### src/rtl/dcache_pkg.sv
`default_nettype none

package dcache_pkg;

	// cache geometry, 2 ways of 64 sets with 8-word lines
	localparam int WORD_W = 32;
	localparam int NUM_WAYS = 2;
	localparam int WORDS_PER_LINE = 8;
	localparam int NUM_SETS = 64;
	localparam int NUM_BYTES = WORD_W / 8;

	// address field widths
	localparam int BYTE_W = 2;
	localparam int OFFSET_W = 3;
	localparam int INDEX_W = 6;
	localparam int TAG_W = WORD_W - INDEX_W - OFFSET_W - BYTE_W;

	// word address inside one way of the data store
	localparam int LINE_ADDR_W = INDEX_W + OFFSET_W;
	localparam int DATA_DEPTH = NUM_SETS * WORDS_PER_LINE;

	typedef logic [WORD_W-1:0] word_t;
	typedef logic [INDEX_W-1:0] index_t;
	typedef logic [OFFSET_W-1:0] offset_t;
	typedef logic [TAG_W-1:0] tag_t;

	// request address, whole word or split into its cache fields
	typedef union packed {
		word_t addr;
		struct packed {
			tag_t                tag;
			index_t              index;
			offset_t             offset;
			logic [BYTE_W-1:0]   byte_sel;
		} fld;
	} dcache_addr_u;

	typedef enum logic [2:0] {
		SWEEP,
		LOOKUP,
		WB_READ,
		WB_SEND,
		REFILL_REQ,
		REFILL,
		REPLAY
	} ctrl_state_e;

endpackage

`default_nettype wire

### src/rtl/line_word_counter.sv
`timescale 1ns/10ps
`default_nettype none

module line_word_counter (
	input  wire                i_clk,
	input  wire                i_rst,
	input  wire                i_clear,
	input  wire                i_step,
	input  wire                i_sweep,
	output dcache_pkg::index_t o_count,
	output logic               o_last
);

	// set index during the sweep, word offset in its low bits during bursts
	always_ff @(posedge i_clk) begin
		if (i_rst) begin
			o_count <= '0;
		end else if (i_clear) begin
			o_count <= '0;
		end else if (i_step) begin
			o_count <= o_count + 1'b1;
		end
	end

	// last set of the sweep, or last word of a line
	always_comb begin
		if (i_sweep) begin
			o_last = &o_count;
		end else begin
			o_last = &o_count[dcache_pkg::OFFSET_W-1:0];
		end
	end

endmodule

`default_nettype wire

### config.mk
export PLATFORM = sky130hd
export DESIGN_NAME = line_word_counter
export DESIGN_NICKNAME = d
export VERILOG_FILES = /design/src/rtl/dcache_pkg.sv /design/src/rtl/line_word_counter.sv
export SDC_FILE = /design/constraint.sdc
export NUM_CORES = 1
export LEC_CHECK = 0
export BUFFER_PORTS_ARGS = -buffer_cell sky130_fd_sc_hd__buf_2
export CORE_AREA = 10 10 47 49
export CTS_CLUSTER_SIZE = 10
export DETAILED_ROUTE_END_ITERATION = 10
export DIE_AREA = 0 0 57 59
export GPL_ROUTABILITY_DRIVEN = 0
export GPL_TIMING_DRIVEN = 0
export PLACE_DENSITY_LB_ADDON = 0.15
export SLEW_MARGIN = 10
export SYNTH_ARGS = -nofsm -noshare
export SYNTH_HDL_FRONTEND = slang
export SYNTH_SLANG_ARGS = --single-unit
### constraint.sdc
create_clock -name i_clk -period 1.6 [get_ports i_clk]
set_input_delay 0.08 -clock i_clk [delete_from_list [all_inputs] [get_ports i_clk]]
set_output_delay 0.08 -clock i_clk [all_outputs]
set_load 0.03 [all_outputs]
* After elaboration in Yosys (flattened, before gate mapping)
Cells that the tools add are included.
Word-level totals: register bits 6, input port bits 5
Operators by class: reduce and logical (&&, ||, !) cells 3, multiplexer cells 1, add/subtract/negate cells 1
Operator list (count):
- $add 6x1->6 const B | 1
- $reduce_and 6->1 | 1
- $reduce_and 3->1 | 1
- $reduce_or 2->1 | 1
- $mux 1 | 1

* Longest topological paths before layout
depth in word-level cells 2, gate-level depth with buffers 4, depth with buffers taken out 4

* Worst setup path after synthesis
No wires, ideal clock.
kind register to output, start register o_count[0], end output o_last, data required time 1520 ps, arrival time 1480 ps, stages on the path, launching flop included 5, buffers on the path 0, slack 40 ps, cell sequence dfxtp_1 -> ha_1 -> ha_1 -> inv_1 -> o22ai_1
Between the ends: cells in the longest elaborated chain, start to end 2, elaborated cells between the ends (all ways) 3, those cells by class mux: 1; reduce/logical: 2
RTL lines:
- start, declared | line line_word_counter.sv:10 | output dcache_pkg::index_t o_count,
- start signal, assigned | line line_word_counter.sv:21 | o_count <= o_count + 1'b1;
- $reduce_and 6->1 / $reduce_and 3->1 (equally long branches) | line line_word_counter.sv:28, line_word_counter.sv:30
- $mux 1 (*) | line line_word_counter.sv:27 | if (i_sweep) begin
- end, declared | line line_word_counter.sv:11 | output logic o_last
Mark *: on every way between the ends. The rest lies on a longest branch, timed or not.

* Worst setup path in the final report
Ends and elaborated chain as after synthesis.

==> impl_metrics.tcl <==
set metrics [dict create \
    outcome "finished clean" \
    period_share_pct 94.1 \
    numCtsBuffers 3 \
    vias_per_cell 4.23 \
    worstMarginPinSlew_ns 0.319 \
    slowest_stage "dfxtp_1" \
    max_freq_ghz 0.664 \
    largest_reg_flops 6 \
    rows 14 \
    switching_share_pct 21.3 \
    period_minus_slack_ns 1.51 \
    postRouteAntennaNets 0 \
    num_io_pins 12 \
    synth_fa_ha_area_share_pct 8.16 \
    holdCritPathClass "in2reg" \
    grt_max_degree 7 \
    dp_slack_ns 0.346 \
    hold_violations 0 \
    post-route-util_pct 28.5 \
    crit_path_max_incr_delay_ns 0.40 \
    netlist_area_um2 307 \
    syn_to_final_growth_pct 30.2 \
    power.share.clock_pct 43.4 \
    layout-drive-gt1-share_pct 36.4 \
    p_sw_uw 66.8 \
    dr.pass1.iters 3 \
    synth.distinct_cells 18 \
    synth_top_family_by_area "simple AND/OR/NAND/NOR gates" \
    num_vias 254 \
    cp_max_fo 4 \
    skew_ns 0.000706 \
    n_antenna_cell 0 \
    fillers 167 \
    slew_viol_final 0 \
    regMostFlops "o_count" \
    wirelength_um 679 \
    rsz0062_at_grt "false" \
    insertion_delay_ns 0.24 \
    crit_buf_inv 2 \
    max-vdd-ir-drop_uv 359 \
    crit_chain "ha_1, ha_1, inv_1, o22ai_1, buf_2" \
    drt-initial-drc-count 6 \
    intPower_uw 248 \
    drc 0 \
    clockBufferDepth 2 \
    synthMuxAreaShare_pct 6.53 \
    place.port_buffers 10 \
    synth_warnings 0 \
    post-cts-setup-buffers 0 \
    grt_pass1_wl_um 1120 \
    hold_slack_ns 0.115 \
    netlist_instances 31 \
    numClockSinks 6 \
    grt_pass1_vias 260 \
    reg_top3 "o_count x6" \
    most-common-layout-cells "buf_2, dfxtp_1, nor2_1" \
    final_common_cell "buf_2" \
    yosys.area_share.simple_pct 26.1 \
    synthXorXnorAreaFrac_pct 8.57 \
    die_w_um 57 \
    crit_family "flip-flops" \
    die_area_mm2 0.00336 \
    required_ns 1.52 \
    htreeDepth 1 \
    syn_nets 38 \
    grt-ovfl-total 0 \
    core_mm2 0.00140 \
    grt_util_all_layers_pct 4.45 \
    yosysSeqAreaShare_pct 39.2 \
    synth_compound_area_share_pct 5.31 \
    setup_ws_ns 0.0943 \
    setup_viol 0 \
    cts_hold_buffers 0 \
    ys_ff_latch 6 \
    criticalPathCategory "reg2out" \
    power_leakage_nw 0.188 \
    seq_power_share_pct 49.1 \
    synth_top_cell_area_share_pct 39.2 \
    syn_area_per_cell_um2 9.89 \
    slew_headroom_pct 78.7 \
    crit_arrival_ns 1.43 \
    die_h_um 59 \
    clk_pin_slew_ns 0.04 \
    end_kind "output pin" \
    synth_area_leader_cell "dfxtp_1" \
    drv_cap 0 \
    nNetsFinal 53 \
    cts_tree "yes" \
    initial_core_util_pct 21.9 \
    start_kind "flop" \
    setup_tns_ns 0 \
    wl_per_cell_um 11.3 \
    antenna_found_initial 0 \
    path_common_cell "ha_1" \
    cts_resized 0 \
    root_buffer "clkbuf_4" \
    synthTopCellsByArea "dfxtp_1, ha_1, mux2i_1" \
    pwr-share-comb_pct 7.5 \
    power_density_mw_per_mm2 788 \
]
[area by class of cell]
| cell class | count | area (um^2) | share of cell area [%] |
|---|---|---|---|
| multi-input cells | 22 | 168 | 42.0 |
| flip-flops and latches | 6 | 120 | 30.1 |
| repair buffers | 10 | 50.0 | 12.5 |
| clock buffers | 3 | 22.5 | 5.64 |
| well taps | 16 | 20.0 | 5.02 |
| plain buffers | 2 | 15.0 | 3.76 |
| inverters | 1 | 3.75 | 0.940 |
[through the flow]
step / instances / area (um^2) / power [mW]
3_3_place_gp: 57 / 377 / 0.180
4_1_cts: 60 / 399 / 0.322
5_1_grt: 60 / 399 / 0.329
3_5_place_dp: 57 / 377 / 0.181
2_1_floorplan: 31 / 307 / 0.173
6_report: 60 / 399 / 0.314
[layer usage]
layer  wire length (um)  GRT usage, %
met1                311          4.38
met2                294          6.36
met3                 74          4.72
met4                  0          1.01
met5                  0             0
[path summary, 6_finish.rpt]
path                            cells after the start        from    endpoint  slack (ns)
worst max-delay path                                5  o_count[0]      o_last        0.09
worst min register to register                      2  o_count[5]  o_count[5]        0.51
worst min-delay path                                3      i_step  o_count[0]        0.11
worst max register to register                      4  o_count[0]  o_count[2]        0.41
[power by group through the flow]
stage	Clock, mW	Sequential (mW)	Combinational (mW)
after global placement	0	0.157	0.0234
after detailed placement	0	0.157	0.0241
final	0.136	0.154	0.0236
after CTS	0.144	0.154	0.0241
after global routing	0.149	0.154	0.0257
after floorplan	0	0.160	0.0126
[synth_stat cells]
cell	count
nor2_1	5
mux2i_1	2
nand4_1	1
o21ai_1	1
nand3_1	2
xor2_1	2
buf_6	1
ha_1	2
dfxtp_1	6
inv_1	1
o22ai_1	1
nand4_2	1
xnor2_1	1
nand2_8	1
clkbuf_1	1
or2_0	1
a21oi_1	1
or3_1	1
[cell families after synthesis]
family / after synthesis
buffers and inverters: 3
multiplexers: 2
AND/OR/NAND/NOR: 12
flip-flops: 6
adder cells (fa/ha/maj): 2
AO/OA/AOI/OAI: 3
XOR/XNOR: 3
[worst register-to-register path, stage by stage (launching register included)]
cell and delay [ns]:
dfxtp_1 0.35, ha_1 0.25, ha_1 0.28, mux2i_1 0.14, nor2_1 0.05
Power figures use the tool's default switching activity.
