### src/rtl/dcache_pkg.sv
`default_nettype none

package dcache_pkg;

	// cache geometry, 2 ways of 64 sets with 8-word lines
	localparam int WORD_W = 32;
	localparam int NUM_WAYS = 2;
	localparam int WORDS_PER_LINE = 8;
	localparam int NUM_SETS = 64;
	localparam int NUM_BYTES = WORD_W / 8;

	// address field widths
	localparam int BYTE_W = 2;
	localparam int OFFSET_W = 3;
	localparam int INDEX_W = 6;
	localparam int TAG_W = WORD_W - INDEX_W - OFFSET_W - BYTE_W;

	// word address inside one way of the data store
	localparam int LINE_ADDR_W = INDEX_W + OFFSET_W;
	localparam int DATA_DEPTH = NUM_SETS * WORDS_PER_LINE;

	typedef logic [WORD_W-1:0] word_t;
	typedef logic [INDEX_W-1:0] index_t;
	typedef logic [OFFSET_W-1:0] offset_t;
	typedef logic [TAG_W-1:0] tag_t;

	// request address, whole word or split into its cache fields
	typedef union packed {
		word_t addr;
		struct packed {
			tag_t                tag;
			index_t              index;
			offset_t             offset;
			logic [BYTE_W-1:0]   byte_sel;
		} fld;
	} dcache_addr_u;

	typedef enum logic [2:0] {
		SWEEP,
		LOOKUP,
		WB_READ,
		WB_SEND,
		REFILL_REQ,
		REFILL,
		REPLAY
	} ctrl_state_e;

endpackage

`default_nettype wire

### src/rtl/lru_store.sv
`timescale 1ns/10ps
`default_nettype none

module lru_store (
	input  wire                     i_clk,
	input  wire                     i_rst,
	input  wire dcache_pkg::index_t i_index,
	input  wire                     i_touch,
	input  wire                     i_touch_way,
	output logic                    o_victim_way
);

	// one bit per set, naming the way to replace next
	logic [dcache_pkg::NUM_SETS-1:0] lru_q;

	always_ff @(posedge i_clk) begin
		if (i_rst) begin
			lru_q <= '0;
		end else if (i_touch) begin
			// the other way becomes the older one
			lru_q[i_index] <= !i_touch_way;
		end
	end

	assign o_victim_way = lru_q[i_index];

endmodule

`default_nettype wire

### config.mk
export PLATFORM = sky130hd
export DESIGN_NAME = lru_store
export DESIGN_NICKNAME = d
export VERILOG_FILES = /design/src/rtl/dcache_pkg.sv /design/src/rtl/lru_store.sv
export SDC_FILE = /design/constraint.sdc
export NUM_CORES = 1
export LEC_CHECK = 0
export ABC_AREA = 1
export BUFFER_PORTS_ARGS = -buffer_cell sky130_fd_sc_hd__buf_2
export CAP_MARGIN = 20
export CORE_MARGIN = 2
export CORE_UTILIZATION = 62
export CTS_CLUSTER_SIZE = 30
export DETAILED_ROUTE_END_ITERATION = 8
export GPL_TIMING_DRIVEN = 0
export PLACE_DENSITY_LB_ADDON = 0.12
export SETUP_SLACK_MARGIN = 0.5
export SLEW_MARGIN = 20
export SYNTH_ARGS = -nofsm -noshare
export SYNTH_HDL_FRONTEND = slang
export SYNTH_SLANG_ARGS = --single-unit
### constraint.sdc
create_clock -name i_clk -period 1.7 [get_ports i_clk]
set_input_delay 0.17 -clock i_clk [delete_from_list [all_inputs] [get_ports i_clk]]
set_output_delay 0.17 -clock i_clk [all_outputs]
set_load 0.005 [all_outputs]
# Word-level counts from Yosys, hierarchy flattened
# Cells that the tools add are included.
# W data, S select, Z words.
word_totals:
  output_inout_bits: 1
  regBits: 64
op_classes:
  muxes: 5
  magnitude_cmp: 2
  n_reduce_logical: 2
op_table:
  columns: ["op", "count"]
  rows:
  - ["$bwmux W64", 1]
  - ["$lt A6 B7 Y1 const B", 1]
  - ["$bmux W1 S6", 1]
  - ["$demux W1 S6", 1]
  - ["$ge A6 B1 Y1 const B", 1]
  - ["$mux W1", 2]
  - ["$logic_and A1 B1 Y1", 1]
  - ["$logic_not A1 Y1", 1]

# Longest topological paths before layout
depth:
  ltp_word: 5
  depth_mapped: 13

# Worst setup path before layout
# OpenSTA, ideal clock, no wires.
synth_timing:
  path_kind: "input to output"
  from: "input i_index[0]"
  to: "output o_victim_way"
  path_stages: 9
  slack_ns: 0.382
  path_buffers: 2
  arrival_ns: 1.148
  required_ns: 1.530
  path_cell_list: "buf_2 -> buf_2 -> or2_2 -> nand3_1 -> nand2_1 -> o21bai_1 -> nand2_1 -> nor2_1 -> nand2_1"
synth_via:
  elab_chain_cells: 2
synth_rtl:
  columns: ["element", "line", "rtl"]
  rows:
  - ["from (decl)", "lru_store.sv:7", "input wire dcache_pkg::index_t i_index,"]
  - ["$bmux W1 S6", "lru_store.sv:25", "assign o_victim_way = lru_q[i_index];"]
  - ["$mux W1 (not written as such)", "lru_store.sv:25", null]
  - ["to (decl)", "lru_store.sv:10", "output logic o_victim_way"]
# No other way between the ends. The select of a mux whose other input is x is not followed.

# Worst setup path after layout
layout_timing:
  from: "register lru_q[44] (netlist bit)"
  to: "output o_victim_way"
layout_via:
  elab_chain_cells: 2
layout_rtl:
  columns: ["element", "line", "rtl"]
  rows:
  - ["from (decl)", "lru_store.sv:14", "logic [dcache_pkg::NUM_SETS-1:0] lru_q;"]
  - ["from (signal, indexed assignment)", "lru_store.sv:21", "lru_q[i_index] <= !i_touch_way;"]
  - ["$bmux W1 S6", "lru_store.sv:25", null]
  - ["$mux W1 (not written as such)", "lru_store.sv:25", null]
# No other way between the ends. The select of a mux whose other input is x is not followed.

==> impl_metrics.ini <==
[run_status]
status = finished with violations
violations = negative setup slack

[worst_setup_path]
critical_path_class = reg2out
cp-end-kind = primary output
worstRegToRegCells = 2
r2r_start = lru_q[16]
reg2reg_to = lru_q[16]
cp.arrival_ps = 1550
cp.required_ps = 1530
regToRegSetupSlack_ps = 1000
startpoint_type = register
cp_max_fo = 2

[floorplan]
die_width_um = 80.6
design.core.area_um2 = 5570
start_util = 0.652
io_pins = 11
die_area_um2 = 6490
fp.dieH_um = 80.6
rows = 27

[timing]
finalMaxSlewViolations = 0
finalSetupViolations = 1
slew_headroom = 0.612
hold_viol = 0
max_freq_ghz = 0.583
finalCritPeriodShare = 1.01
min_period_ps = 1720
worst_hold_slack_ps = 66.9
rsz0062_at_grt = true
layout_setup_ws_ps = -15.1
worst_pin_slew_ps = 581
finClkSkew_ps = 0

[synth]
ys_seq_area_frac = 0.353
synth-simple-area-share = 0.400
syn_nets = 504
synth_top_family_by_area = simple AND/OR/NAND/NOR gates
synth-compound-area-share = 0.161
synthesis.area_um2 = 3630
yosysWarnings = 0
synth_mux_area_frac = 0
synth_xor_area_frac = 0
synthAdderAreaFrac = 0
avgSynthCellArea_um2 = 7.36
ys_types = 29
netlist_instances = 494
ys_seq_elements = 64

[grt]
grt_pass1_wl_um = 15200
grt_pass1_vias = 3000
grt_max_degree = 11
overflow = 0
antenna_found_initial = 0
grt_util_all_layers = 0.320

[final_layout]
fin_nets = 517
layout_common_cells = 117 x nand2_1, 103 x nor2_1, 60 x dfxtp_1
utilization = 0.717
reg.largest.list = lru_q x64
mostFrequentLayoutCell = nand2_1
regMostFlops = lru_q
largest_reg_flops = 64
nFillCells = 475
area.growth.synth_to_final_pct = 10.1
drive_gt1_frac = 0.215
diodes = 0

[cts]
h-tree-depth = 3
numCtsBuffers = 9
root_buffer = clkbuf_8
cts.sinks = 64
worstSkewPairLatency_ps = 360
cts_tree = built
clk_path_buf_depth = 2
clk_pin_slew_ps = 70

[power]
p_per_area_nw_per_um2 = 782
p_leak_nw = 1.59
vdd_drop_max_v = 0.000613
p_total_w = 0.00313

[drt]
drt_iter0_markers = 300
num_vias = 3371
wl_per_cell_um = 16.2
routed_wl_um = 9480
dr.pass1.iters = 5
ant_nets = 0
post-route-drc-count = 0
vias_per_cell = 5.77

[job]
max_cap_violations = 0

[placed_design]
place.gp.congestion = 0.893
io_buffers = 2
dp_hpwl_um = 6130

[worst_hold_path]
hold_depth = 2
hp-start = i_rst
hold_class = in2reg
min_to = lru_q[63]
==> power by group <==
part	leakage (nW)	internal (W)	switching [W]
registers	0.518	0.00151	0.00000562
clock network	0.0992	0.000642	0.000606
logic	0.971	0.000101	0.000265
==> worst max-delay path, stage by stage (launching register included) <==
cell,delay (ps)
dfxtp_2,330
or2_4,230
nand3_2,70
nand2_2,50
o21ai_2,150
nand2_1,80
nor2_1,100
nand2_1,60
buf_2,130
==> cells by family (layout without fill, tap and decap cells) <==
family	Yosys count	after routing
AO/OA/AOI/OAI	74	74
flip-flops	64	64
buffers and inverters	59	77
AND/OR/NAND/NOR	297	297
==> area by class of cell <==
class | count | area (µm²) | area share
Buffer | 27 | 218 | 0.0544
Clock buffer | 13 | 169 | 0.0422
Clock inverter | 3 | 15.0 | 0.00375
Inverter | 32 | 120 | 0.0300
Multi-Input combinational cell | 371 | 2090 | 0.523
Sequential cell | 64 | 1290 | 0.322
Tap cell | 72 | 90.1 | 0.0225
Timing Repair Buffer | 2 | 10.0 | 0.00250
==> metal layers <==
metal / share of wire / GRT usage
met5: 0 / 0
met4: 0.025 / 0.136
met3: 0.079 / 0.0618
met2: 0.46 / 0.481
met1: 0.44 / 0.446
==> Yosys cell counts (all sizes together) <==
master | instances | area [µm²]
inv | 31 | 116
o21bai | 1 | 7.51
nand3 | 21 | 185
clkinv | 1 | 3.75
a31oi | 2 | 12.5
o21ai | 7 | 35.0
a211oi | 54 | 475
a21oi | 8 | 40.0
o211ai | 2 | 15.0
nor2 | 129 | 638
clkbuf | 15 | 116
nand2 | 122 | 498
or2 | 5 | 31.3
dfxtp | 64 | 1280
nor3 | 20 | 100
buf | 12 | 77.6
==> worst max-delay path by stage <==
| stage | startpoint | end | slack, ps | depth (start not counted) |
|---|---|---|---|---|
| finish | lru_q[44] | o_victim_way | -20 | 8 |
| global route | lru_q[44] | o_victim_way | -90 | 8 |
| CTS | lru_q[24] | o_victim_way | -60 | 8 |
| detailed placement | i_index[1] | lru_q[57] | 70 | 6 |
| global placement | i_index[1] | o_victim_way | 50 | 11 |
| floorplan | i_index[0] | o_victim_way | 500 | 9 |
==> metrics by stage <==
stage	area, µm²	setup WS, ps	instances	setup TNS, ps
finish	4000	-15.1	584	-15.1
global route	4000	-90.0	584	-90.0
CTS	3950	-56.1	584	-56.1
detailed placement	3760	72.8	568	0
global placement	3760	54.4	568	0
floorplan	3660	502	494	0
==> timing repair <==
item / in CTS / in global routing
pin swaps: 6 / 15
buffers inserted: 0 / 0
setup endpoints to repair: 9 / 15
hold buffers: 0 / 0
gates resized for setup: 2 / 15
Power figures use the tool's default switching activity.
