--- config.mk ---
export PLATFORM = sky130hd
export DESIGN_NAME = dcache_ctrl_fsm
export DESIGN_NICKNAME = d
export VERILOG_FILES = /design/src/rtl/dcache_pkg.sv /design/src/rtl/dcache_ctrl_fsm.sv
export SDC_FILE = /design/constraint.sdc
export NUM_CORES = 1
export LEC_CHECK = 0
export ABC_AREA = 0
export BUFFER_PORTS_ARGS = -buffer_cell sky130_fd_sc_hd__buf_2
export CORE_AREA = 2 2 39 41
export CTS_BUF_LIST = sky130_fd_sc_hd__clkbuf_4
export CTS_CLUSTER_SIZE = 28
export DETAILED_ROUTE_END_ITERATION = 10
export DIE_AREA = 0 0 41 43
export GPL_TIMING_DRIVEN = 0
export PLACE_DENSITY = 0.61
export SETUP_SLACK_MARGIN = 0.05
export SLEW_MARGIN = 0
export SYNTH_ARGS = -nofsm -noshare
export SYNTH_HDL_FRONTEND = slang
export SYNTH_SLANG_ARGS = --single-unit
export TNS_END_PERCENT = 10
--- constraint.sdc ---
create_clock -name i_clk -period 1.6 [get_ports i_clk]
set_input_delay 0.16 -clock i_clk [delete_from_list [all_inputs] [get_ports i_clk]]
set_output_delay 0.16 -clock i_clk [all_outputs]
set_load 0.005 [all_outputs]
--- src/rtl/dcache_pkg.sv ---
`default_nettype none

package dcache_pkg;

	// cache geometry, 2 ways of 64 sets with 8-word lines
	localparam int WORD_W = 32;
	localparam int NUM_WAYS = 2;
	localparam int WORDS_PER_LINE = 8;
	localparam int NUM_SETS = 64;
	localparam int NUM_BYTES = WORD_W / 8;

	// address field widths
	localparam int BYTE_W = 2;
	localparam int OFFSET_W = 3;
	localparam int INDEX_W = 6;
	localparam int TAG_W = WORD_W - INDEX_W - OFFSET_W - BYTE_W;

	// word address inside one way of the data store
	localparam int LINE_ADDR_W = INDEX_W + OFFSET_W;
	localparam int DATA_DEPTH = NUM_SETS * WORDS_PER_LINE;

	typedef logic [WORD_W-1:0] word_t;
	typedef logic [INDEX_W-1:0] index_t;
	typedef logic [OFFSET_W-1:0] offset_t;
	typedef logic [TAG_W-1:0] tag_t;

	// request address, whole word or split into its cache fields
	typedef union packed {
		word_t addr;
		struct packed {
			tag_t                tag;
			index_t              index;
			offset_t             offset;
			logic [BYTE_W-1:0]   byte_sel;
		} fld;
	} dcache_addr_u;

	typedef enum logic [2:0] {
		SWEEP,
		LOOKUP,
		WB_READ,
		WB_SEND,
		REFILL_REQ,
		REFILL,
		REPLAY
	} ctrl_state_e;

endpackage

`default_nettype wire

--- src/rtl/dcache_ctrl_fsm.sv ---
`timescale 1ns/10ps
`default_nettype none

module dcache_ctrl_fsm (
	input  wire                     i_clk,
	input  wire                     i_rst,
	input  wire                     i_lookup_valid,
	input  wire                     i_hit,
	input  wire                     i_victim_valid,
	input  wire                     i_cnt_last,
	input  wire                     i_mem_rd_valid,
	output dcache_pkg::ctrl_state_e o_state,
	output logic                    o_busy,
	output logic                    o_cnt_clear,
	output logic                    o_cnt_step,
	output logic                    o_sweep_en,
	output logic                    o_tag_we,
	output logic                    o_fill_we,
	output logic                    o_wb_rd,
	output logic                    o_wb_valid,
	output logic                    o_rd_req,
	output logic                    o_replay
);

	dcache_pkg::ctrl_state_e state_q;
	dcache_pkg::ctrl_state_e state_d;
	logic miss;
	logic replay_sent_q;

	assign miss = (state_q == dcache_pkg::LOOKUP) && i_lookup_valid && !i_hit;

	// a miss stalls the CPU in the very cycle it is seen
	assign o_busy = (state_q != dcache_pkg::LOOKUP) || miss;
	assign o_state = state_q;

	always_comb begin
		state_d = state_q;
		o_cnt_clear = 1'b0;
		o_cnt_step = 1'b0;
		o_sweep_en = 1'b0;
		o_tag_we = 1'b0;
		o_fill_we = 1'b0;
		o_wb_rd = 1'b0;
		o_rd_req = 1'b0;
		o_replay = 1'b0;
		case (state_q)
			dcache_pkg::SWEEP: begin
				// one set invalidated per cycle
				o_sweep_en = 1'b1;
				o_tag_we = 1'b1;
				o_cnt_step = 1'b1;
				if (i_cnt_last) begin
					state_d = dcache_pkg::LOOKUP;
				end
			end
			dcache_pkg::LOOKUP: begin
				o_cnt_clear = 1'b1;
				if (miss) begin
					state_d = i_victim_valid ? dcache_pkg::WB_READ : dcache_pkg::REFILL_REQ;
				end
			end
			dcache_pkg::WB_READ: begin
				o_wb_rd = 1'b1;
				o_cnt_step = 1'b1;
				if (i_cnt_last) begin
					state_d = dcache_pkg::WB_SEND;
				end
			end
			dcache_pkg::WB_SEND: begin
				// last write beat leaves here
				o_cnt_clear = 1'b1;
				state_d = dcache_pkg::REFILL_REQ;
			end
			dcache_pkg::REFILL_REQ: begin
				o_rd_req = 1'b1;
				o_cnt_clear = 1'b1;
				state_d = dcache_pkg::REFILL;
			end
			dcache_pkg::REFILL: begin
				if (i_mem_rd_valid) begin
					o_fill_we = 1'b1;
					o_cnt_step = 1'b1;
					if (i_cnt_last) begin
						// line complete, tag becomes valid
						o_tag_we = 1'b1;
						state_d = dcache_pkg::REPLAY;
					end
				end
			end
			dcache_pkg::REPLAY: begin
				// issue, compare, then answer before going back to lookup
				if (!replay_sent_q) begin
					o_replay = 1'b1;
				end else if (!i_lookup_valid) begin
					state_d = dcache_pkg::LOOKUP;
				end
			end
			default: begin
				state_d = dcache_pkg::SWEEP;
			end
		endcase
	end

	always_ff @(posedge i_clk) begin
		if (i_rst) begin
			state_q <= dcache_pkg::SWEEP;
			replay_sent_q <= 1'b0;
			o_wb_valid <= 1'b0;
		end else begin
			state_q <= state_d;
			replay_sent_q <= (state_q == dcache_pkg::REPLAY);
			// write beat follows its data store read by one cycle
			o_wb_valid <= o_wb_rd;
		end
	end

endmodule

`default_nettype wire

# Word level (Yosys, flattened, before mapping)
# Index checks and enable logic that the tools add are counted.
[word_totals] ff_bits=5 in_bits=7 out_inout_bits=13 elab_cells=46
[op_classes] n_eq_ne=14 mux=21 reduce_logical=8
[op_table] op="3-bit two-way mux" n=8
[op_table] op="3-bit case mux with 7 select lines" n=1
[op_table] op="2-bit != test, second input constant" n=7
[op_table] op="1-bit two-way mux" n=10
[op_table] op="3-bit == test, second input constant" n=3
[op_table] op="7-bit AND reduction" n=1
[op_table] op="3-bit by 2-bit == test with 1-bit output, second input constant" n=2
[op_table] op="1-bit case mux with 2 select lines" n=2
[op_table] op="3-bit by 1-bit == test with 1-bit output, second input constant" n=1
[op_table] op="3-bit logical NOT" n=1
[op_table] op="3-bit by 1-bit != test with 1-bit output, second input constant" n=1
[op_table] op="3-bit OR reduction" n=1
[op_table] op="1-bit logical AND" n=2
[op_table] op="2-bit OR reduction" n=1
[op_table] op="1-bit logical NOT" n=1
[op_table] op="1-bit logical OR" n=1

# Longest topological paths before layout
# Gate-level depths: netlist (run 1).
[logic_depth] word_depth=5 mapped_depth=5 mapped_depth_nobuf=4

# Worst setup path before layout (run 1)
# Ideal clock, no wire load.
[synth_path] kind="reg2reg" from="reg state_q[0] (netlist: o_state[0])" to="reg state_q[1] (netlist: o_state[1])" arrival_ps=1284 setup_slack_ps=194 path_stages_with_launch=6 synth_period_minus_slack_ps=1406 cell_sequence="dfxtp_1 -> buf_6 -> nor2b_1 -> and3_1 -> a211oi_2 -> mux2_4"
[synth_between] elab_chain_len=5 elab_cells_between_ends=18 classes_between="eq/ne (13); mux (1); reduce/logical (4)"
[synth_lines] element="start: declaration" line="dcache_ctrl_fsm.sv:25" text="dcache_pkg::ctrl_state_e state_q;"
[synth_lines] element="start signal: assignment" line="dcache_ctrl_fsm.sv:106" text="state_q <= dcache_pkg::SWEEP;"
[synth_lines] element="start signal: assignment" line="dcache_ctrl_fsm.sv:110" text="state_q <= state_d;"
[synth_lines] element="3-bit by 1-bit == test with 1-bit output" line="dcache_ctrl_fsm.sv:30, dcache_ctrl_fsm.sv:46"
[synth_lines] element="1-bit logical AND (2 in a row)" line="dcache_ctrl_fsm.sv:30" text="assign miss = (state_q == dcache_pkg::LOOKUP) && i_lookup_valid && !i_hit;"
[synth_lines] element="2-bit != test (no line)"
[synth_lines] element="7-bit AND reduction (no line)"
# Several ways; a longest one is shown, not always the timed one.
# A chain may end at the register's enable or synchronous reset.

# Worst setup path in the final report (run 1)
[layout_path] from="reg state_q[0] (netlist: o_state[0])" to="out o_cnt_step"
[layout_between] elab_chain_len=3 elab_cells_between_ends=5 classes_between="eq/ne (2); mux (1); reduce/logical (2)"
[layout_lines] element="3-bit by 2-bit == test with 1-bit output or 3-bit logical NOT (tied branches)" line="dcache_ctrl_fsm.sv:46" text="case (state_q)"
[layout_lines] element="2-bit OR reduction (no line)"
[layout_lines] element="1-bit case mux with 2 select lines (*)" line="dcache_ctrl_fsm.sv:46"
[layout_lines] element="end: declaration" line="dcache_ctrl_fsm.sv:15" text="output logic o_cnt_step,"
# Every way passes the cells marked *; elsewhere a longest branch is shown, timed or not.

==> results.md, run 1 <==
Status
* **status** finished clean

Worst setup path
* **WP data arrival** 1.31 ns
* **element type at the critical path start** register
* **critical path capture point type** output pin
* **depth of the most critical reg-to-reg path** 4
* **worst-path maximum fanout** 9
* **endpoint of the worst-slack reg-to-reg timing path** o_state[1]
* **worst path required time** 1.44 ns
* **worst flop-to-flop path startpoint** o_state[2]
* **worst reg2reg setup slack** 0.15 ns
* **class of the most critical setup path** register to output pin

Logic synthesis
* **sequential-to-total area share from yosys stat** 28.6%
* **number of warnings printed during yosys synthesis** 0
* **post-synthesis sequential element count** 5
* **Cell variety after synth** 22
* **Syn Inst Count** 43
* **post-synthesis cell area** 350 um^2
* **Post-Synthesis Net Count** 50
* **Mapped Avg Cell Area** 8.15 um^2

Drt
* **top metal layer carrying routed signals** met4
* **met2 routed WL** 347 um
* **routed wire length** 831 um
* **Initial DRT Pass Iterations** 4
* **wire length on met3** 95 um
* **DRC marker count from the first detailed-route iteration** 13
* **post-route ant nets** 0
* **number of vias per cell** 4.76
* **Via Count** 390
* **length of routed wiring on met1** 383 um
* **post-detailed-route DRC marker count** 0
* **Wirelength per Cell** 10.1 um

Clock network
* **clock net sink count** 5
* **TritonCTS clock tree** done
* **root cell of the clock tree** sky130_fd_sc_hd__clkbuf_4
* **maximum count of clock buffers along a single path** 2
* **count of H-tree levels built during CTS** 1
* **clock latency at the later pin of the worst-skew pair** 0.24 ns
* **clk slew on worst S/H paths** 0.04 ns
* **Post-CTS Repair Setup Buffers** 0
* **clock buffers created by TritonCTS** 3

STA
* **Final Hold Vio Count** 0
* **worst clock skew** 0.000133 ns
* **hold slack final** 0.168 ns
* **RSZ-0062 raised after global routing** false
* **Tmin final** 1.47 ns
* **Tcrit/Tclk final** 91.7%
* **final-layout setup total negative slack** 0 ns
* **fin. max-slew vios** 0
* **maximum clock rate** 682 MHz
* **Tightest Pin Transition** 0.387 ns
* **worst slew margin relative to its limit** 74.2%
* **number of failing setup endpoints in the final timing report** 0
* **final critical-path setup slack** 0.133 ns

Placed design
* **routability-driven placement congestion ratio** 0.745
* **IO Port Bufs** 19
* **total instance count after detailed placement** 78
* **Place WS** 0.0940 ns
* **Placed Area** 465 um^2
* **HPWL after detailed placement** 648 um

Floorplan
* **top-level I/O count** 20
* **area of the core** 1380 um^2
* **number of standard-cell rows in the floorplan** 14
* **Die H** 43 um
* **starting utilization of the core area** 25.3%
* **die outline area** 1760 um^2
* **die width** 41 um

Global route
* **largest net degree at the start of global routing** 11
* **total global-route track usage** 9.54%
* **antenna violations before repair** 0
* **via count of the first global-routing pass** 274
* **total congestion overflow** 0
* **first-pass GRT wire length** 1110 um

Hold path
* **worst hold path startpoint** i_rst
* **depth of the worst hold-timing path** 2
* **Tightest Hold Check Type** input port to register
* **WHS Endpoint** o_wb_valid

Layout
* **multi-input logic area** 226 um^2
* **filler-free cell count of the finished design** 82
* **FILL cells** 160
* **area used by sequential logic in the layout** 103 um^2
* **Antenna diodes** 0
* **Final #Nets** 74
* **utilization after layout** 37.1%
* **layout cells sized above 1** 50.0%
* **Post-Layout Inst Area** 513 um^2
* **Area Growth Syn to Fin** 46.4%

Job
* **number of max-cap violations** 0

Power and ir drop
* **total power** 0.526 mW
* **worst vdd rail ir drop** 0.345 mV
* **Leakage Power** 0.254 nW
* **Cell Pwr Density** 1020 nW/um^2

worst max-delay path, stage by stage, from the launching register on:
cell and delay, ns:
sky130_fd_sc_hd__dfxtp_2 0.31, sky130_fd_sc_hd__buf_6 0.13, sky130_fd_sc_hd__nor2b_4 0.13, sky130_fd_sc_hd__and3_4 0.17
sky130_fd_sc_hd__or2_1 0.20, sky130_fd_sc_hd__buf_2 0.12
state kept, by name, indices dropped and copies added, names as in the netlist:
signal / cells
o_state: 3
o_wb_valid: 1
replay_sent_q: 1
what timing repair did:
item | CTS | global route
pin swaps | 0 | 2
hold buffers | 0 | 0
gates cloned | 0 | 0
setup endpoints to repair | 3 | 4
gates resized for setup | 1 | 5
how the worst max path moves through the flow:
| stage | from | endpoint | slack [ns] |
|---|---|---|---|
| 2_1_floorplan | o_state[0] | o_state[1] | 0.19 |
| 3_3_place_gp | o_state[1] | o_state[1] | 0.11 |
| 3_5_place_dp | o_state[1] | o_state[1] | 0.09 |
| 4_1_cts | o_state[0] | o_busy | 0.03 |
| 5_1_grt | o_state[2] | o_cnt_clear | 0.06 |
| 6_report | o_state[0] | o_cnt_step | 0.13 |
cells in the final DEF, fill, tap and decap left out, types with 2 or more instances in the layout:
| cell type | count |
|---|---|
| sky130_fd_sc_hd__nor3_1 | 6 |
| sky130_fd_sc_hd__inv_1 | 3 |
| sky130_fd_sc_hd__nor2b_1 | 3 |
| sky130_fd_sc_hd__dfxtp_1 | 3 |
| sky130_fd_sc_hd__buf_2 | 19 |
| sky130_fd_sc_hd__clkbuf_4 | 5 |
| sky130_fd_sc_hd__nor2_1 | 3 |
| sky130_fd_sc_hd__a21oi_1 | 2 |
| sky130_fd_sc_hd__nor4_1 | 2 |
| sky130_fd_sc_hd__dfxtp_2 | 2 |
| sky130_fd_sc_hd__nand2_1 | 3 |
Yosys cell counts:
cell | number | area (um^2)
sky130_fd_sc_hd__nor2b_1 | 4 | 25.0
sky130_fd_sc_hd__o21bai_1 | 1 | 7.51
sky130_fd_sc_hd__o21ai_0 | 1 | 5.00
sky130_fd_sc_hd__mux2_4 | 1 | 15.0
sky130_fd_sc_hd__nor4_1 | 2 | 12.5
sky130_fd_sc_hd__nor3_1 | 6 | 30.0
sky130_fd_sc_hd__nand2b_1 | 1 | 6.26
sky130_fd_sc_hd__inv_6 | 1 | 8.76
sky130_fd_sc_hd__inv_1 | 3 | 11.3
sky130_fd_sc_hd__o22ai_1 | 1 | 6.26
sky130_fd_sc_hd__and3_1 | 2 | 12.5
sky130_fd_sc_hd__a21oi_1 | 2 | 10.0
sky130_fd_sc_hd__dfxtp_1 | 5 | 100
sky130_fd_sc_hd__nand2_1 | 3 | 11.3
sky130_fd_sc_hd__or2_1 | 1 | 6.26
sky130_fd_sc_hd__a2111oi_4 | 1 | 27.5
sky130_fd_sc_hd__o31ai_1 | 1 | 7.51
sky130_fd_sc_hd__buf_2 | 1 | 5.00
sky130_fd_sc_hd__a211oi_2 | 1 | 12.5
sky130_fd_sc_hd__buf_6 | 1 | 11.3
sky130_fd_sc_hd__a21o_1 | 1 | 7.51
sky130_fd_sc_hd__nor2_1 | 3 | 11.3
final cells by class:
type | instances | area share [%]
Sequential cell | 5 | 20.0
Clock buffer | 4 | 5.85
Inverter | 4 | 3.90
Timing Repair Buffer | 19 | 18.5
Multi-Input combinational cell | 32 | 44.1
Buffer | 2 | 3.66
Tap cell | 16 | 3.90
per-layer routing:
metal,vias to the layer above,GRT usage (%)
met5,-,0
met1,168,13.2
met3,2,6.28
met4,0,4.00
li1,199,-
met2,21,11.3
report_power, final:
| part | internal (mW) | switching (mW) |
|---|---|---|
| Combinational | 0.108 | 0.100 |
| Sequential | 0.139 | 0.0175 |
| Clock | 0.111 | 0.0497 |
| Total | 0.358 | 0.168 |
logic make-up after synthesis:
family | Yosys count | share of synthesized area (%)
mux | 1 | 4.28
buf+inv | 6 | 10.4
flops | 5 | 28.6
compound gates | 9 | 23.9
simple gates | 22 | 32.9
Power figures use the tool's default switching activity.
==> run 2: changes to the inputs <==
==> constraint.sdc (replaced) <==
create_clock -name i_clk -period 1.4 [get_ports i_clk]
set_input_delay 0.14 -clock i_clk [delete_from_list [all_inputs] [get_ports i_clk]]
set_output_delay 0.14 -clock i_clk [all_outputs]
set_load 0.005 [all_outputs]
==> results.md, run 2 (synthesis gave the netlist of run 1 again) <==
Drt
* **Wirelength per Cell** 10.6 um
* **Initial DRT Pass Iterations** 2
* **routed wire length** 880 um
* **post-detailed-route DRC marker count** 0
* **post-route ant nets** 0
* **Via Count** 392
* **DRC marker count from the first detailed-route iteration** 2
* **number of vias per cell** 4.72

Floorplan
* **number of standard-cell rows in the floorplan** 14
* **Die H** 43 um
* **die outline area** 1760 um^2
* **starting utilization of the core area** 25.3%
* **die width** 41 um
* **area of the core** 1380 um^2
* **top-level I/O count** 20

Clock network
* **root cell of the clock tree** sky130_fd_sc_hd__clkbuf_4
* **clock buffers created by TritonCTS** 3
* **clock latency at the later pin of the worst-skew pair** 0.25 ns
* **clk slew on worst S/H paths** 0.05 ns
* **count of H-tree levels built during CTS** 1
* **TritonCTS clock tree** done
* **clock net sink count** 5
* **maximum count of clock buffers along a single path** 2

Hold path
* **Tightest Hold Check Type** input port to register
* **worst hold path startpoint** i_rst
* **depth of the worst hold-timing path** 2

Layout
* **most frequent standard cell in the layout excluding fill and tap cells** sky130_fd_sc_hd__buf_2
* **most frequent cells in the layout** sky130_fd_sc_hd__buf_2 (19), sky130_fd_sc_hd__nor3_1 (5), sky130_fd_sc_hd__clkbuf_4 (4)
* **layout cells sized above 1** 58.2%
* **filler-free cell count of the finished design** 83
* **Antenna diodes** 0
* **Final #Nets** 75
* **flip-flop count of the largest register, all copies and words added** 3
* **Area Growth Syn to Fin** 56.8%

Global route
* **first-pass GRT wire length** 1280 um
* **met2 track demand over resource** 15.9%
* **via count of the first global-routing pass** 324
* **global routing met3 resource utilization** 1.57%
* **total global-route track usage** 11.3%
* **antenna violations before repair** 0
* **met1 global-route usage** 13.1%
* **grt peak-use layer** met2
* **total congestion overflow** 0
* **largest net degree at the start of global routing** 11

Worst setup path
* **class of the most critical setup path** register to output pin
* **worst-path maximum fanout** 5
* **Setup crit start** o_state[0]
* **depth of the most critical reg-to-reg path** 4
* **WP data arrival** 1.24 ns
* **element type at the critical path start** register
* **worst flop-to-flop path startpoint** o_state[2]
* **worst path required time** 1.26 ns
* **critical path capture point type** output pin

STA
* **Final Hold Vio Count** 0
* **maximum clock rate** 727 MHz
* **Tcrit/Tclk final** 98.2%
* **worst slew margin relative to its limit** 75.5%
* **number of failing setup endpoints in the final timing report** 0
* **RSZ-0062 raised after global routing** true
* **Tmin final** 1.38 ns
* **fin. max-slew vios** 0
* **worst clock skew** 0.00542 ns
* **hold slack final** 0.138 ns
* **Tightest Pin Transition** 0.367 ns

Placed design
* **IO Port Bufs** 19
* **HPWL after detailed placement** 650 um
* **total instance count after detailed placement** 78
* **routability-driven placement congestion ratio** 0.680

Power and ir drop
* **Leakage Power** 0.260 nW
* **Cell Pwr Density** 1160 nW/um^2
* **worst vdd rail ir drop** 0.360 mV
* **total power** 0.635 mW

Status
* **status** finished clean

Job
* **number of max-cap violations** 0

## run 2: cell count changes in the layout (fill, tap and decap cells not counted), sizes merged
cell | previous run | this run
buf | 20 | 22
clkbuf | 5 | 4
## run 2: stage by stage
step | setup TNS [ns] | cell area [um^2] | util (%) | setup slack (ns)
6_report | 0 | 549 | 39.7 | 0.0246
5_1_grt | -0.0582 | 549 | 39.7 | -0.0315
4_1_cts | 0 | 532 | 38.4 | 0.0217
3_5_place_dp | 0 | 484 | 35.0 | 0.0470
3_3_place_gp | 0 | 484 | 35.0 | 0.0452
2_1_floorplan | 0 | 369 | - | 0.0729
## run 2: layout make-up
type | count | area, um^2
Buffer | 1 | 11.3
Tap cell | 16 | 20.0
Multi-Input combinational cell | 32 | 246
Sequential cell | 5 | 111
Fill cell | 161 | 835
Timing Repair Buffer | 21 | 110
Clock buffer | 4 | 30.0
Inverter | 4 | 20.0
## run 2: repair_timing
action / CTS / global route
buffers inserted: 2 / 0
hold buffers: 0 / 0
setup endpoints to repair: 5 / 6
gates resized for setup: 4 / 4
pin swaps: 1 / 1
## run 2: report_power, final
part           internal [mW]  switching [mW]
sequential             0.161          0.0299
combinational          0.138           0.116
clock                  0.127          0.0620
total                  0.427           0.208
## run 2: worst paths after layout
| kind | to | slack [ns] |
|---|---|---|
| worst min-delay path | o_state[2] | 0.14 |
| worst min register to register | o_wb_valid | 0.58 |
| worst max register to register | o_state[1] | 0.07 |
| worst max-delay path | o_cnt_step | 0.02 |
## run 2: routing by layer
metal / up-vias / wire length [um]
li1: 200 / -
met1: 171 / 409
met2: 17 / 364
met3: 4 / 78
met4: 0 / 28
met5: - / 0
## run 2: worst max-delay path: stages, from the launching register on
cell and delay [ns]:
sky130_fd_sc_hd__dfxtp_4 0.37, sky130_fd_sc_hd__nor2b_4 0.14, sky130_fd_sc_hd__and3_4 0.17, sky130_fd_sc_hd__or2_1 0.20, sky130_fd_sc_hd__buf_2 0.12
